## config.mk

```make
export PLATFORM = sky130hd
export DESIGN_NAME = blaster_panel
export DESIGN_NICKNAME = d
export VERILOG_FILES = /design/src/verilog/blaster_pkg.sv /design/src/verilog/blaster_panel.sv /design/src/verilog/hv_control.sv /design/src/verilog/tone_generator.sv /design/src/verilog/keypad_scanner.sv
export SDC_FILE = /design/constraint.sdc
export NUM_CORES = 1
export LEC_CHECK = 0
export BUFFER_PORTS_ARGS = -buffer_cell sky130_fd_sc_hd__buf_2
export CORE_UTILIZATION = 41
export DETAILED_ROUTE_END_ITERATION = 10
export PLACE_DENSITY = 0.68
export SETUP_SLACK_MARGIN = 0.5
export SKIP_LAST_GASP = 1
export SYNTH_ARGS = -nofsm -noshare
export SYNTH_HDL_FRONTEND = slang
export SYNTH_SLANG_ARGS = --single-unit
```

## constraint.sdc

```tcl
create_clock -name clk -period 5.6 [get_ports clk]
set_input_delay 0.28 -clock clk [delete_from_list [all_inputs] [get_ports clk]]
set_output_delay 0.28 -clock clk [all_outputs]
set_load 0.1 [all_outputs]
```

## src/verilog/blaster_pkg.sv

```systemverilog
package blaster_pkg;

	////////////////////
	// Vector types
	////////////////////

	// Keypad pads, one drive bus and one sense bus
	typedef logic [6:0] pad_vec_t;

	// Tone half-period reload
	typedef logic [15:0] tone_div_t;

	typedef logic [3:0] key_code_t;

	////////////////////
	// Structs
	////////////////////

	// Scanner result, code is 0 with no key held
	typedef struct packed {
		logic      pressed;
		key_code_t code;
	} key_t;

	typedef struct packed {
		logic charge;
		logic dump;
		logic pwm;
	} hv_cmd_t;

	////////////////////
	// Key codes
	////////////////////

	localparam key_code_t KEY_FIRE       = 4'h0;
	localparam key_code_t KEY_TONE_1     = 4'h1;
	localparam key_code_t KEY_TONE_2     = 4'h2;
	localparam key_code_t KEY_TONE_3     = 4'h3;
	localparam key_code_t KEY_TONE_4     = 4'h4;
	localparam key_code_t KEY_TONE_5     = 4'h5;
	localparam key_code_t KEY_TONE_6     = 4'h6;
	localparam key_code_t KEY_TONE_7     = 4'h7;
	localparam key_code_t KEY_TONE_8     = 4'h8;
	localparam key_code_t KEY_LONG_PULSE = 4'h9;
	localparam key_code_t KEY_CHARGE     = 4'hA;
	localparam key_code_t KEY_DUMP       = 4'hB;

	// Divisors for tone keys 1 to 8, lowest pitch first
	localparam tone_div_t TONE_DIV [8] = '{
		16'h2CCA, 16'h27E7, 16'h238D, 16'h218E,
		16'h1DE5, 16'h1AA2, 16'h17BA, 16'h1665
	};

	// Column sample taken this many cycles before the row ends
	localparam int SAMPLE_LEAD = 16;

	// Pad bit of each row and each column
	localparam int ROW_PIN [4] = '{1, 6, 5, 3};
	localparam int COL_PIN [3] = '{4, 0, 2};

endpackage
```

## src/verilog/blaster_panel.sv

```systemverilog
`timescale 1ns/1ps

module blaster_panel
	import blaster_pkg::*;
#(
	parameter int ROW_DWELL_BITS   = 10,
	parameter int PWM_FRAME_BITS   = 16,
	parameter int SHORT_PULSE_BITS = 6,
	parameter int LONG_PULSE_BITS  = 7
) (
	input  logic       clk,
	input  logic       reset,

	// Buttons, switches and charger status
	input  logic       fire_button,
	input  logic       lt3420_done,
	input  logic       cont_n,
	input  logic [2:0] iset,

	// Keypad
	input  pad_vec_t   keypad_sense,
	output pad_vec_t   keypad_drive,

	// Speaker pair
	output logic       speaker,
	output logic       speaker_n,

	output hv_cmd_t    hv,
	output logic       arm_led_n,
	output logic       cont_led_n
);

	key_t key;

	keypad_scanner #(
		.ROW_DWELL_BITS(ROW_DWELL_BITS)
	) keypad_scanner_i (
		.clk         (clk),
		.reset       (reset),
		.keypad_sense(keypad_sense),
		.keypad_drive(keypad_drive),
		.key         (key)
	);

	// Both consumers see the same registered key
	tone_generator tone_generator_i (
		.clk      (clk),
		.reset    (reset),
		.key      (key),
		.speaker  (speaker),
		.speaker_n(speaker_n)
	);

	hv_control #(
		.PWM_FRAME_BITS  (PWM_FRAME_BITS),
		.SHORT_PULSE_BITS(SHORT_PULSE_BITS),
		.LONG_PULSE_BITS (LONG_PULSE_BITS)
	) hv_control_i (
		.clk        (clk),
		.reset      (reset),
		.key        (key),
		.fire_button(fire_button),
		.lt3420_done(lt3420_done),
		.cont_n     (cont_n),
		.iset       (iset),
		.hv         (hv),
		.arm_led_n  (arm_led_n),
		.cont_led_n (cont_led_n)
	);

endmodule

```

## src/verilog/hv_control.sv

```systemverilog
`timescale 1ns/1ps

module hv_control
	import blaster_pkg::*;
#(
	parameter int PWM_FRAME_BITS   = 16,
	parameter int SHORT_PULSE_BITS = 6,
	parameter int LONG_PULSE_BITS  = 7
) (
	input  logic       clk,
	input  logic       reset,
	input  key_t       key,
	input  logic       fire_button,
	input  logic       lt3420_done,
	input  logic       cont_n,
	input  logic [2:0] iset,
	output hv_cmd_t    hv,
	output logic       arm_led_n,
	output logic       cont_led_n
);

	logic [PWM_FRAME_BITS-1:0] frame_cnt;
	logic                      short_win;
	logic                      long_win;
	logic                      fire_req;
	logic                      long_req;
	logic                      charge_key;
	logic                      dump_key;

	////////////////////
	// PWM timebase
	////////////////////
	always_ff @(posedge clk) begin
		if (reset) begin
			frame_cnt <= '0;
		end else begin
			frame_cnt <= frame_cnt + 1'b1;
		end
	end

	// Pulse windows at the start of every frame
	assign short_win = (frame_cnt[PWM_FRAME_BITS-1:SHORT_PULSE_BITS] == '0);
	assign long_win  = (frame_cnt[PWM_FRAME_BITS-1:LONG_PULSE_BITS] == '0);

	// Key decode, code 0 is only the fire key while pressed
	assign fire_req   = fire_button || (key.pressed && key.code == KEY_FIRE);
	assign long_req   = key.pressed && (key.code == KEY_LONG_PULSE);
	assign charge_key = key.pressed && (key.code == KEY_CHARGE);
	assign dump_key   = key.pressed && (key.code == KEY_DUMP);

	assign hv.pwm = (fire_req && short_win) || (long_req && long_win);

	// iset switches are active low
	assign hv.charge = ~iset[2] | charge_key;
	assign hv.dump   = ~iset[1] | dump_key;

	////////////////////
	// LEDs, active low
	////////////////////
	assign arm_led_n = ~(fire_button | lt3420_done);

	// Continuity shown only while the dump switch is open
	assign cont_led_n = ~(~cont_n & iset[1]);

endmodule

```

## src/verilog/tone_generator.sv

```systemverilog
`timescale 1ns/1ps

module tone_generator
	import blaster_pkg::*;
(
	input  logic clk,
	input  logic reset,
	input  key_t key,
	output logic speaker,
	output logic speaker_n
);

	tone_div_t  tone_cnt;
	tone_div_t  reload;
	logic [2:0] tone_idx;
	logic       is_tone;
	logic       spk_toggle;
	logic       spk_en;

	// Tone keys 1 to 8 map onto table entries 0 to 7
	assign is_tone  = key.pressed && (key.code >= KEY_TONE_1) && (key.code <= KEY_TONE_8);
	assign tone_idx = key.code[2:0] - 3'd1;
	assign reload   = is_tone ? TONE_DIV[tone_idx] : '0;

	////////////////////
	// Half-period counter
	////////////////////
	always_ff @(posedge clk) begin
		if (reset) begin
			tone_cnt   <= '0;
			spk_toggle <= 1'b0;
			spk_en     <= 1'b0;
		end else begin
			if (tone_cnt == '0) begin
				// Key is looked at only here, so a new tone starts on a clean edge
				spk_toggle <= ~spk_toggle;
				spk_en     <= is_tone;
				tone_cnt   <= reload;
			end else begin
				tone_cnt <= tone_cnt - 1'b1;
			end
		end
	end

	// Differential drive doubles the swing at the speaker
	assign speaker   = spk_toggle & spk_en;
	assign speaker_n = ~speaker;

endmodule

```

## src/verilog/keypad_scanner.sv

```systemverilog
`timescale 1ns/1ps

module keypad_scanner
	import blaster_pkg::*;
#(
	parameter int ROW_DWELL_BITS = 10
) (
	input  logic     clk,
	input  logic     reset,
	input  pad_vec_t keypad_sense,
	output pad_vec_t keypad_drive,
	output key_t     key
);

	localparam int SCAN_BITS = ROW_DWELL_BITS + 2;
	localparam logic [ROW_DWELL_BITS-1:0] SAMPLE_AT =
		ROW_DWELL_BITS'((1 << ROW_DWELL_BITS) - SAMPLE_LEAD);

	logic [SCAN_BITS-1:0]      scan_cnt;
	logic [1:0]                scan_row;
	logic [ROW_DWELL_BITS-1:0] dwell_pos;
	logic                      frame_start;
	logic                      frame_end;
	logic                      sample_now;
	logic [2:0]                col_low;
	logic [2:0]                col_pick;
	pad_vec_t                  drive_next;
	logic                      press_flag;
	logic [1:0]                hit_row;
	logic [2:0]                hit_col;
	key_code_t                 hit_code;

	// Upper two bits pick the row, the rest is the dwell position
	assign scan_row    = scan_cnt[SCAN_BITS-1 -: 2];
	assign dwell_pos   = scan_cnt[ROW_DWELL_BITS-1:0];
	assign frame_start = (scan_cnt == '0);
	assign frame_end   = (scan_cnt == '1);
	assign sample_now  = (dwell_pos == SAMPLE_AT);

	always_comb begin
		drive_next = '1;
		for (int r = 0; r < 4; r++) begin
			if (scan_row == 2'(r)) begin
				drive_next[ROW_PIN[r]] = 1'b0;
			end
		end
	end

	// Columns sense low on a press
	always_comb begin
		for (int c = 0; c < 3; c++) begin
			col_low[c] = ~keypad_sense[COL_PIN[c]];
		end
	end

	// Lowest column wins when several read low
	always_comb begin
		col_pick = 3'b000;
		if (col_low[0]) begin
			col_pick = 3'b001;
		end else if (col_low[1]) begin
			col_pick = 3'b010;
		end else if (col_low[2]) begin
			col_pick = 3'b100;
		end
	end

	////////////////////
	// Key map
	////////////////////
	always_comb begin
		case (hit_row)
			2'd0: hit_code = hit_col[0] ? KEY_TONE_3 : hit_col[1] ? KEY_TONE_2 : KEY_TONE_1;
			2'd1: hit_code = hit_col[0] ? KEY_TONE_6 : hit_col[1] ? KEY_TONE_5 : KEY_TONE_4;
			2'd2: hit_code = hit_col[0] ? KEY_LONG_PULSE : hit_col[1] ? KEY_TONE_8 : KEY_TONE_7;
			default: hit_code = hit_col[0] ? KEY_DUMP : hit_col[1] ? KEY_FIRE : KEY_CHARGE;
		endcase
	end

	always_ff @(posedge clk) begin
		if (reset) begin
			scan_cnt     <= '0;
			keypad_drive <= '0;
			press_flag   <= 1'b0;
			hit_row      <= '0;
			hit_col      <= '0;
			key          <= '0;
		end else begin
			scan_cnt     <= scan_cnt + 1'b1;
			keypad_drive <= drive_next;

			if (frame_start) begin
				press_flag <= 1'b0;
			end else if (frame_end && !press_flag) begin
				// Nothing seen this frame, key released
				hit_row <= '0;
				hit_col <= '0;
			end else if (sample_now && (|col_low)) begin
				press_flag <= 1'b1;
				hit_row    <= scan_row;
				hit_col    <= col_pick;
			end

			key.pressed <= |hit_col;
			key.code    <= (|hit_col) ? hit_code : '0;
		end
	end

endmodule

```

Yosys cells after proc, flatten, opt, wreduce, memory -nomap -nowiden
Memory sizes are Yosys's and may differ from the RTL's.
Index checks and enable logic that the tools add are counted.
{ "word_totals": {"inputBits": 15, "n_memories": 1, "mem_bits_rw": 0, "latchBits": 0, "romBits": 128, "out_inout_bits": 14, "register_bits": 64} }
{ "memory_table": {"columns": ["memory", "words", "width", "rd", "rd_ports_with_merged_regs", "wr", "line_no", "text"], "rows": [
  ["(name not given)", 8, 16, 1, 0, 0, "tone_generator.sv:23", "assign reload = is_tone ? TONE_DIV[tone_idx] : '0;"]
]} }
{ "classes": {"magnitude_cmp": 3, "reduce_logical": 27, "addsub": 4, "n_eq_ne": 10, "div": 0, "n_mul": 0, "shift": 0, "n_bitwise": 19, "muxes": 25} }
{ "ops": {"columns": ["op", "n"], "rows": [
  ["$mux W16", 4],
  ["$mux W4", 6],
  ["$add A16 B1 Y16 const B", 1],
  ["$logic_not A16 Y1", 1],
  ["$sub A16 B1 Y16 const B", 1],
  ["$mux W3", 5],
  ["$not A1 Y1", 13],
  ["$add A12 B1 Y12 const B", 1],
  ["$eq A12 B12 Y1 const B", 1],
  ["$eq A4 B4 Y1 const B", 3],
  ["$logic_not A12 Y1", 1],
  ["$pmux W4 S3", 1],
  ["$eq A10 B10 Y1 const B", 1],
  ["$logic_and A1 B1 Y1", 10],
  ["$logic_not A10 Y1", 1],
  ["$logic_not A9 Y1", 1],
  ["$eq A2 B2 Y1 const B", 3],
  ["$mux W2", 3],
  ["$reduce_or A3 Y1", 2],
  ["$mux W1", 5],
  ["$mux W5", 1],
  ["$eq A2 B1 Y1 const B", 2],
  ["$ge A4 B1 Y1 const B", 1],
  ["$ge A4 B4 Y1 const B", 1],
  ["12 further kinds", 19]
]} }

Depth between registers and ports, before layout
{ "logic_depth": {"word_depth": 7, "ltp_mapped": 8, "mapped_depth_nobuf": 7} }

Hierarchy
A second synthesis with hierarchy kept.
{ "hier_totals": {"cells_unflattened": 337, "hier_area_um2": 3084.2} }
{ "by_module_without_submodules": {"columns": ["mod", "cells_each", "n_inst", "area_per_inst_um2"], "rows": [
  ["keypad_scanner", 125, 1, 1199.9],
  ["tone_generator", 121, 1, 1082.3],
  ["hv_control", 91, 1, 802.0]
]} }

Least setup slack after synthesis
No wires, ideal clock.
{ "synth_path": {"path_type": "register to output", "startpoint": "reg, netlist name keypad_scanner_i.key[0]", "endpoint": "out hv[1] in the netlist's numbering", "path_buffers": 0, "arrival_ps": 2874, "slack_ps": 2446, "path_stages_with_launch": 4, "path_cell_list": "dfxtp_1 ha_1 inv_1 o21ai_0"} }
{ "synth_lines": {"columns": ["item", "line_no", "text"], "rows": [
  ["end, declared", "blaster_panel.sv:28", "output hv_cmd_t hv,"]
]} }

==> results.sh <==
export IMPL_design_portCount=29
export IMPL_dr_first_iter_drc_count=119
export IMPL_holdPathStages=2
export IMPL_netSwitchingPower_mw=0.474
export IMPL_layout_nets=403
export IMPL_first_global_vias=2182
export IMPL_synth_area_leaders="sky130_fd_sc_hd__dfxtp_1 (41%), sky130_fd_sc_hd__xor2_1 (6.6%), sky130_fd_sc_hd__nor2_1 (5.8%)"
export IMPL_hold_viol_final=0
export IMPL_crit_path_top_delay_cell="sky130_fd_sc_hd__dfxtp_1"
export IMPL_worstPathCellList="inv_1 -> ha_1 -> a41oi_1 -> o22ai_1 -> and3_1 -> buf_2"
export IMPL_finalSetupViolCount=0
export IMPL_yosys_register_bits=62
export IMPL_routed_via_count=2428
export IMPL_gr_total_overflow=0
export IMPL_clk_network_pwr_share=0.315
export IMPL_route_layer_met1_wl_um=2710
export IMPL_tritoncts="done"
export IMPL_power_share_sequential=0.388
export IMPL_timing_critical_path_arrival_ps=2080
export IMPL_switching_share=0.334
export IMPL_power_share_combinational=0.297
export IMPL_leakagePower_nw=1.34
export IMPL_synth_top_flop_cell="sky130_fd_sc_hd__dfxtp_1"
export IMPL_grtUsageTotal=0.165
export IMPL_syn_to_final_growth_pct=13.2
export IMPL_clock_fmax_ghz=0.424
export IMPL_row_count=31
export IMPL_portBuffers=23
export IMPL_vdd_ir_drop_max_uv=141
export IMPL_total_clock_buffers_created_by_cts=9
export IMPL_cts_htree_levels=3
export IMPL_utilization=0.477
export IMPL_postSynth_asyncResetShare=0
export IMPL_grt_start_max_net_pins=39
export IMPL_core_area_mm2=0.00721
export IMPL_detailed_place_hpwl_um=4140
export IMPL_drive_above_1_share=0.140
export IMPL_cellInternalPower_mw=0.948
export IMPL_cts_root_buf="sky130_fd_sc_hd__clkbuf_8"
export IMPL_insertion_delay_ps=340
export IMPL_diodes=0
export IMPL_r2r_start="keypad_scanner_i.key[0]$_SDFF_PP0_"
export IMPL_cp_end_kind="output port"
export IMPL_fin_skew_ps=8.51
export IMPL_floorplan_die_area_mm2=0.00776
export IMPL_max_cap_violations=0
export IMPL_routedWlPerCell_um=12.1
export IMPL_detail_route_vias_per_cell=5.08
export IMPL_first_pass_iters=4
export IMPL_synthesis_nets=382
export IMPL_hold_class="primary input to register"
export IMPL_portion_of_the_post_synthesis_area_used_by_sequential_elements=0.408
export IMPL_final_setup_tns_ps=0
export IMPL_synth_cell_area_mm2=0.00304
export IMPL_post_synth_most_frequent_cells="sky130_fd_sc_hd__dfxtp_1 (62), sky130_fd_sc_hd__nor2_1 (47), sky130_fd_sc_hd__nand2_1 (28)"
export IMPL_critical_path_class="register to output port"
export IMPL_synth_distinct_cells=49
export IMPL_finalMaxSlewViolations=0
export IMPL_postRouteAntennaNets=0
export IMPL_global_route_wire_length_before_repair_um=9830
export IMPL_totalWireLength_um=5760
export IMPL_worst_setup_hold_path_clk_slew_ps=70
export IMPL_cp_startpoint="keypad_scanner_i.key[0]$_SDFF_PP0_"
export IMPL_met3_length_um=186
export IMPL_ctsHoldBuffers=0
export IMPL_synthDominantAreaCellType="sky130_fd_sc_hd__dfxtp_1"
export IMPL_synthCells=353
export IMPL_crit_required_ps=5320
export IMPL_routed_wl_met2_um=2780
export IMPL_post_route_fraction_of_the_period_consumed_by_the_critical_path=0.421
export IMPL_max_slew_margin_rel=0.538
export IMPL_synthMostInstantiatedCell="sky130_fd_sc_hd__dfxtp_1"
export IMPL_reg2regPathDepth=6
export IMPL_rsz0062_at_grt="no"
export IMPL_ys_warn_count=0
export IMPL_number_of_design_rule_violations_left_after_detail_routing=0
export IMPL_cts_setup_buffers=0
export IMPL_maxUsedRoutingLayer="met4"
export IMPL_routabilityCongestion=0.766
export IMPL_min_from="keypad_sense[4]"
export IMPL_synth_edff_count=0
export IMPL_cts_root_to_sink_buffers=2
export IMPL_cts_sinks=62
export IMPL_post_cts_resize_count=0
export IMPL_syn_mean_instance_area_um2=8.61
export IMPL_initial_core_utilization=0.421
export IMPL_grt_antenna_before_repair=0
export IMPL_timing_worst_slew_pin_value_ps=693
export IMPL_timing_critical_path_from_type="register"
export IMPL_period_minus_slack_ps=2360
export IMPL_status="complete, no violations"
export IMPL_cp_max_fo=9
export IMPL_worst_path_largest_cell_delay_ps=520
export IMPL_power_per_cell_area_mw_per_mm2=413
export IMPL_die_height_um=88.1
export IMPL_synth_top_cell_area_share=0.408
export IMPL_die_width_um=88.1
routing by layer:
| layer | vias up | global-route usage |
|---|---|---|
| met5 | - | 0 |
| met2 | 31 | 0.280 |
| met3 | 8 | 0.0490 |
| met4 | 0 | 0.0572 |
| met1 | 1133 | 0.198 |
| li1 | 1256 | - |
metrics by stage:
stage	hold WS (ps)	cell area (µm²)	worst slack, ps	total power [mW]	cells
6_report	168	3440	3240	1.42	478
4_1_cts	161	3440	3210	1.43	478
3_5_place_dp	451	3210	3350	0.980	462
5_1_grt	179	3440	3090	1.50	478
3_3_place_gp	441	3210	3370	0.971	462
2_1_floorplan	385	3040	2450	0.925	353
registers in the layout, summed over array words and instances, names as in the netlist:
signal / flops
keypad_scanner_i.scan_cnt: 12
hv_control_i.frame_cnt: 16
tone_generator_i.tone_cnt: 16
keypad_scanner_i.hit_row: 2
tone_generator_i.spk_en: 1
keypad_scanner_i.keypad_drive: 5
keypad_scanner_i.hit_col: 3
keypad_scanner_i.press_flag: 1
tone_generator_i.spk_toggle: 1
keypad_scanner_i.key: 5
logic make-up (layout without fill, tap and decap cells):
kind of cell	Yosys count	in the layout	share of synthesized area
flip-flops	62	62	0.408
adder cells (fa/ha/maj)	14	14	0.0576
AO/OA/AOI/OAI	49	49	0.101
buffers and inverters	34	60	0.0494
AND/OR/NAND/NOR	153	153	0.264
multiplexers	3	3	0.0103
XOR/XNOR	38	38	0.109
final timing paths:
check	endpoint	slack (ps)
max	hv[0]	3240
min	keypad_scanner_i.hit_col[0]$_SDFFE_PP0P_	170
min reg2reg	tone_generator_i.spk_en$_SDFFE_PP0P_	460
max reg2reg	tone_generator_i.tone_cnt[0]$_SDFF_PP0_	3380
power groups by stage:
stage          registers (mW)  clock network, mW  logic [mW]
2_1_floorplan           0.562                  0       0.364
3_3_place_gp            0.559                  0       0.412
3_5_place_dp            0.561                  0       0.419
4_1_cts                 0.552              0.456       0.422
5_1_grt                 0.559              0.476       0.469
6_report                0.552              0.448       0.422
area by class of cell:
type	instances	area, µm²
Fill cell	721	3770
Multi-Input combinational cell	257	1650
Clock inverter	5	81.3
Timing Repair Buffer	23	115
Clock buffer	11	151
Tap cell	99	124
Inverter	21	78.8
Sequential cell	62	1240
placed cells by master (no fill, tap or decap), types with 3 or more instances in the layout:
master                     instances
sky130_fd_sc_hd__o22ai_1           4
sky130_fd_sc_hd__nand4_1           5
sky130_fd_sc_hd__nor3_1            7
sky130_fd_sc_hd__ha_1             14
sky130_fd_sc_hd__nand3_1          27
sky130_fd_sc_hd__clkbuf_8         11
sky130_fd_sc_hd__buf_2            23
sky130_fd_sc_hd__o31ai_1           5
sky130_fd_sc_hd__or4_1             3
sky130_fd_sc_hd__and3_1            5
sky130_fd_sc_hd__dfxtp_1          62
sky130_fd_sc_hd__nor4_1            3
sky130_fd_sc_hd__o21ai_1          10
sky130_fd_sc_hd__a21oi_1           9
sky130_fd_sc_hd__nand2_1          28
sky130_fd_sc_hd__o21ai_0           8
sky130_fd_sc_hd__or3_1             4
sky130_fd_sc_hd__a31oi_1           3
sky130_fd_sc_hd__nor2_1           47
sky130_fd_sc_hd__xnor2_1          15
sky130_fd_sc_hd__inv_1            21
sky130_fd_sc_hd__and4_1            4
sky130_fd_sc_hd__nor2b_1           3
sky130_fd_sc_hd__xor2_1           23
worst max-delay path, delay by kind of cell (launching register included):
kind	cells	cell delay, ps
AO/OA/AOI/OAI	2	320
adder cells (fa/ha/maj)	1	250
buffers and inverters	2	460
flip-flops	1	520
AND/OR/NAND/NOR	1	200
No activity file was read; power rests on OpenSTA's default activity.
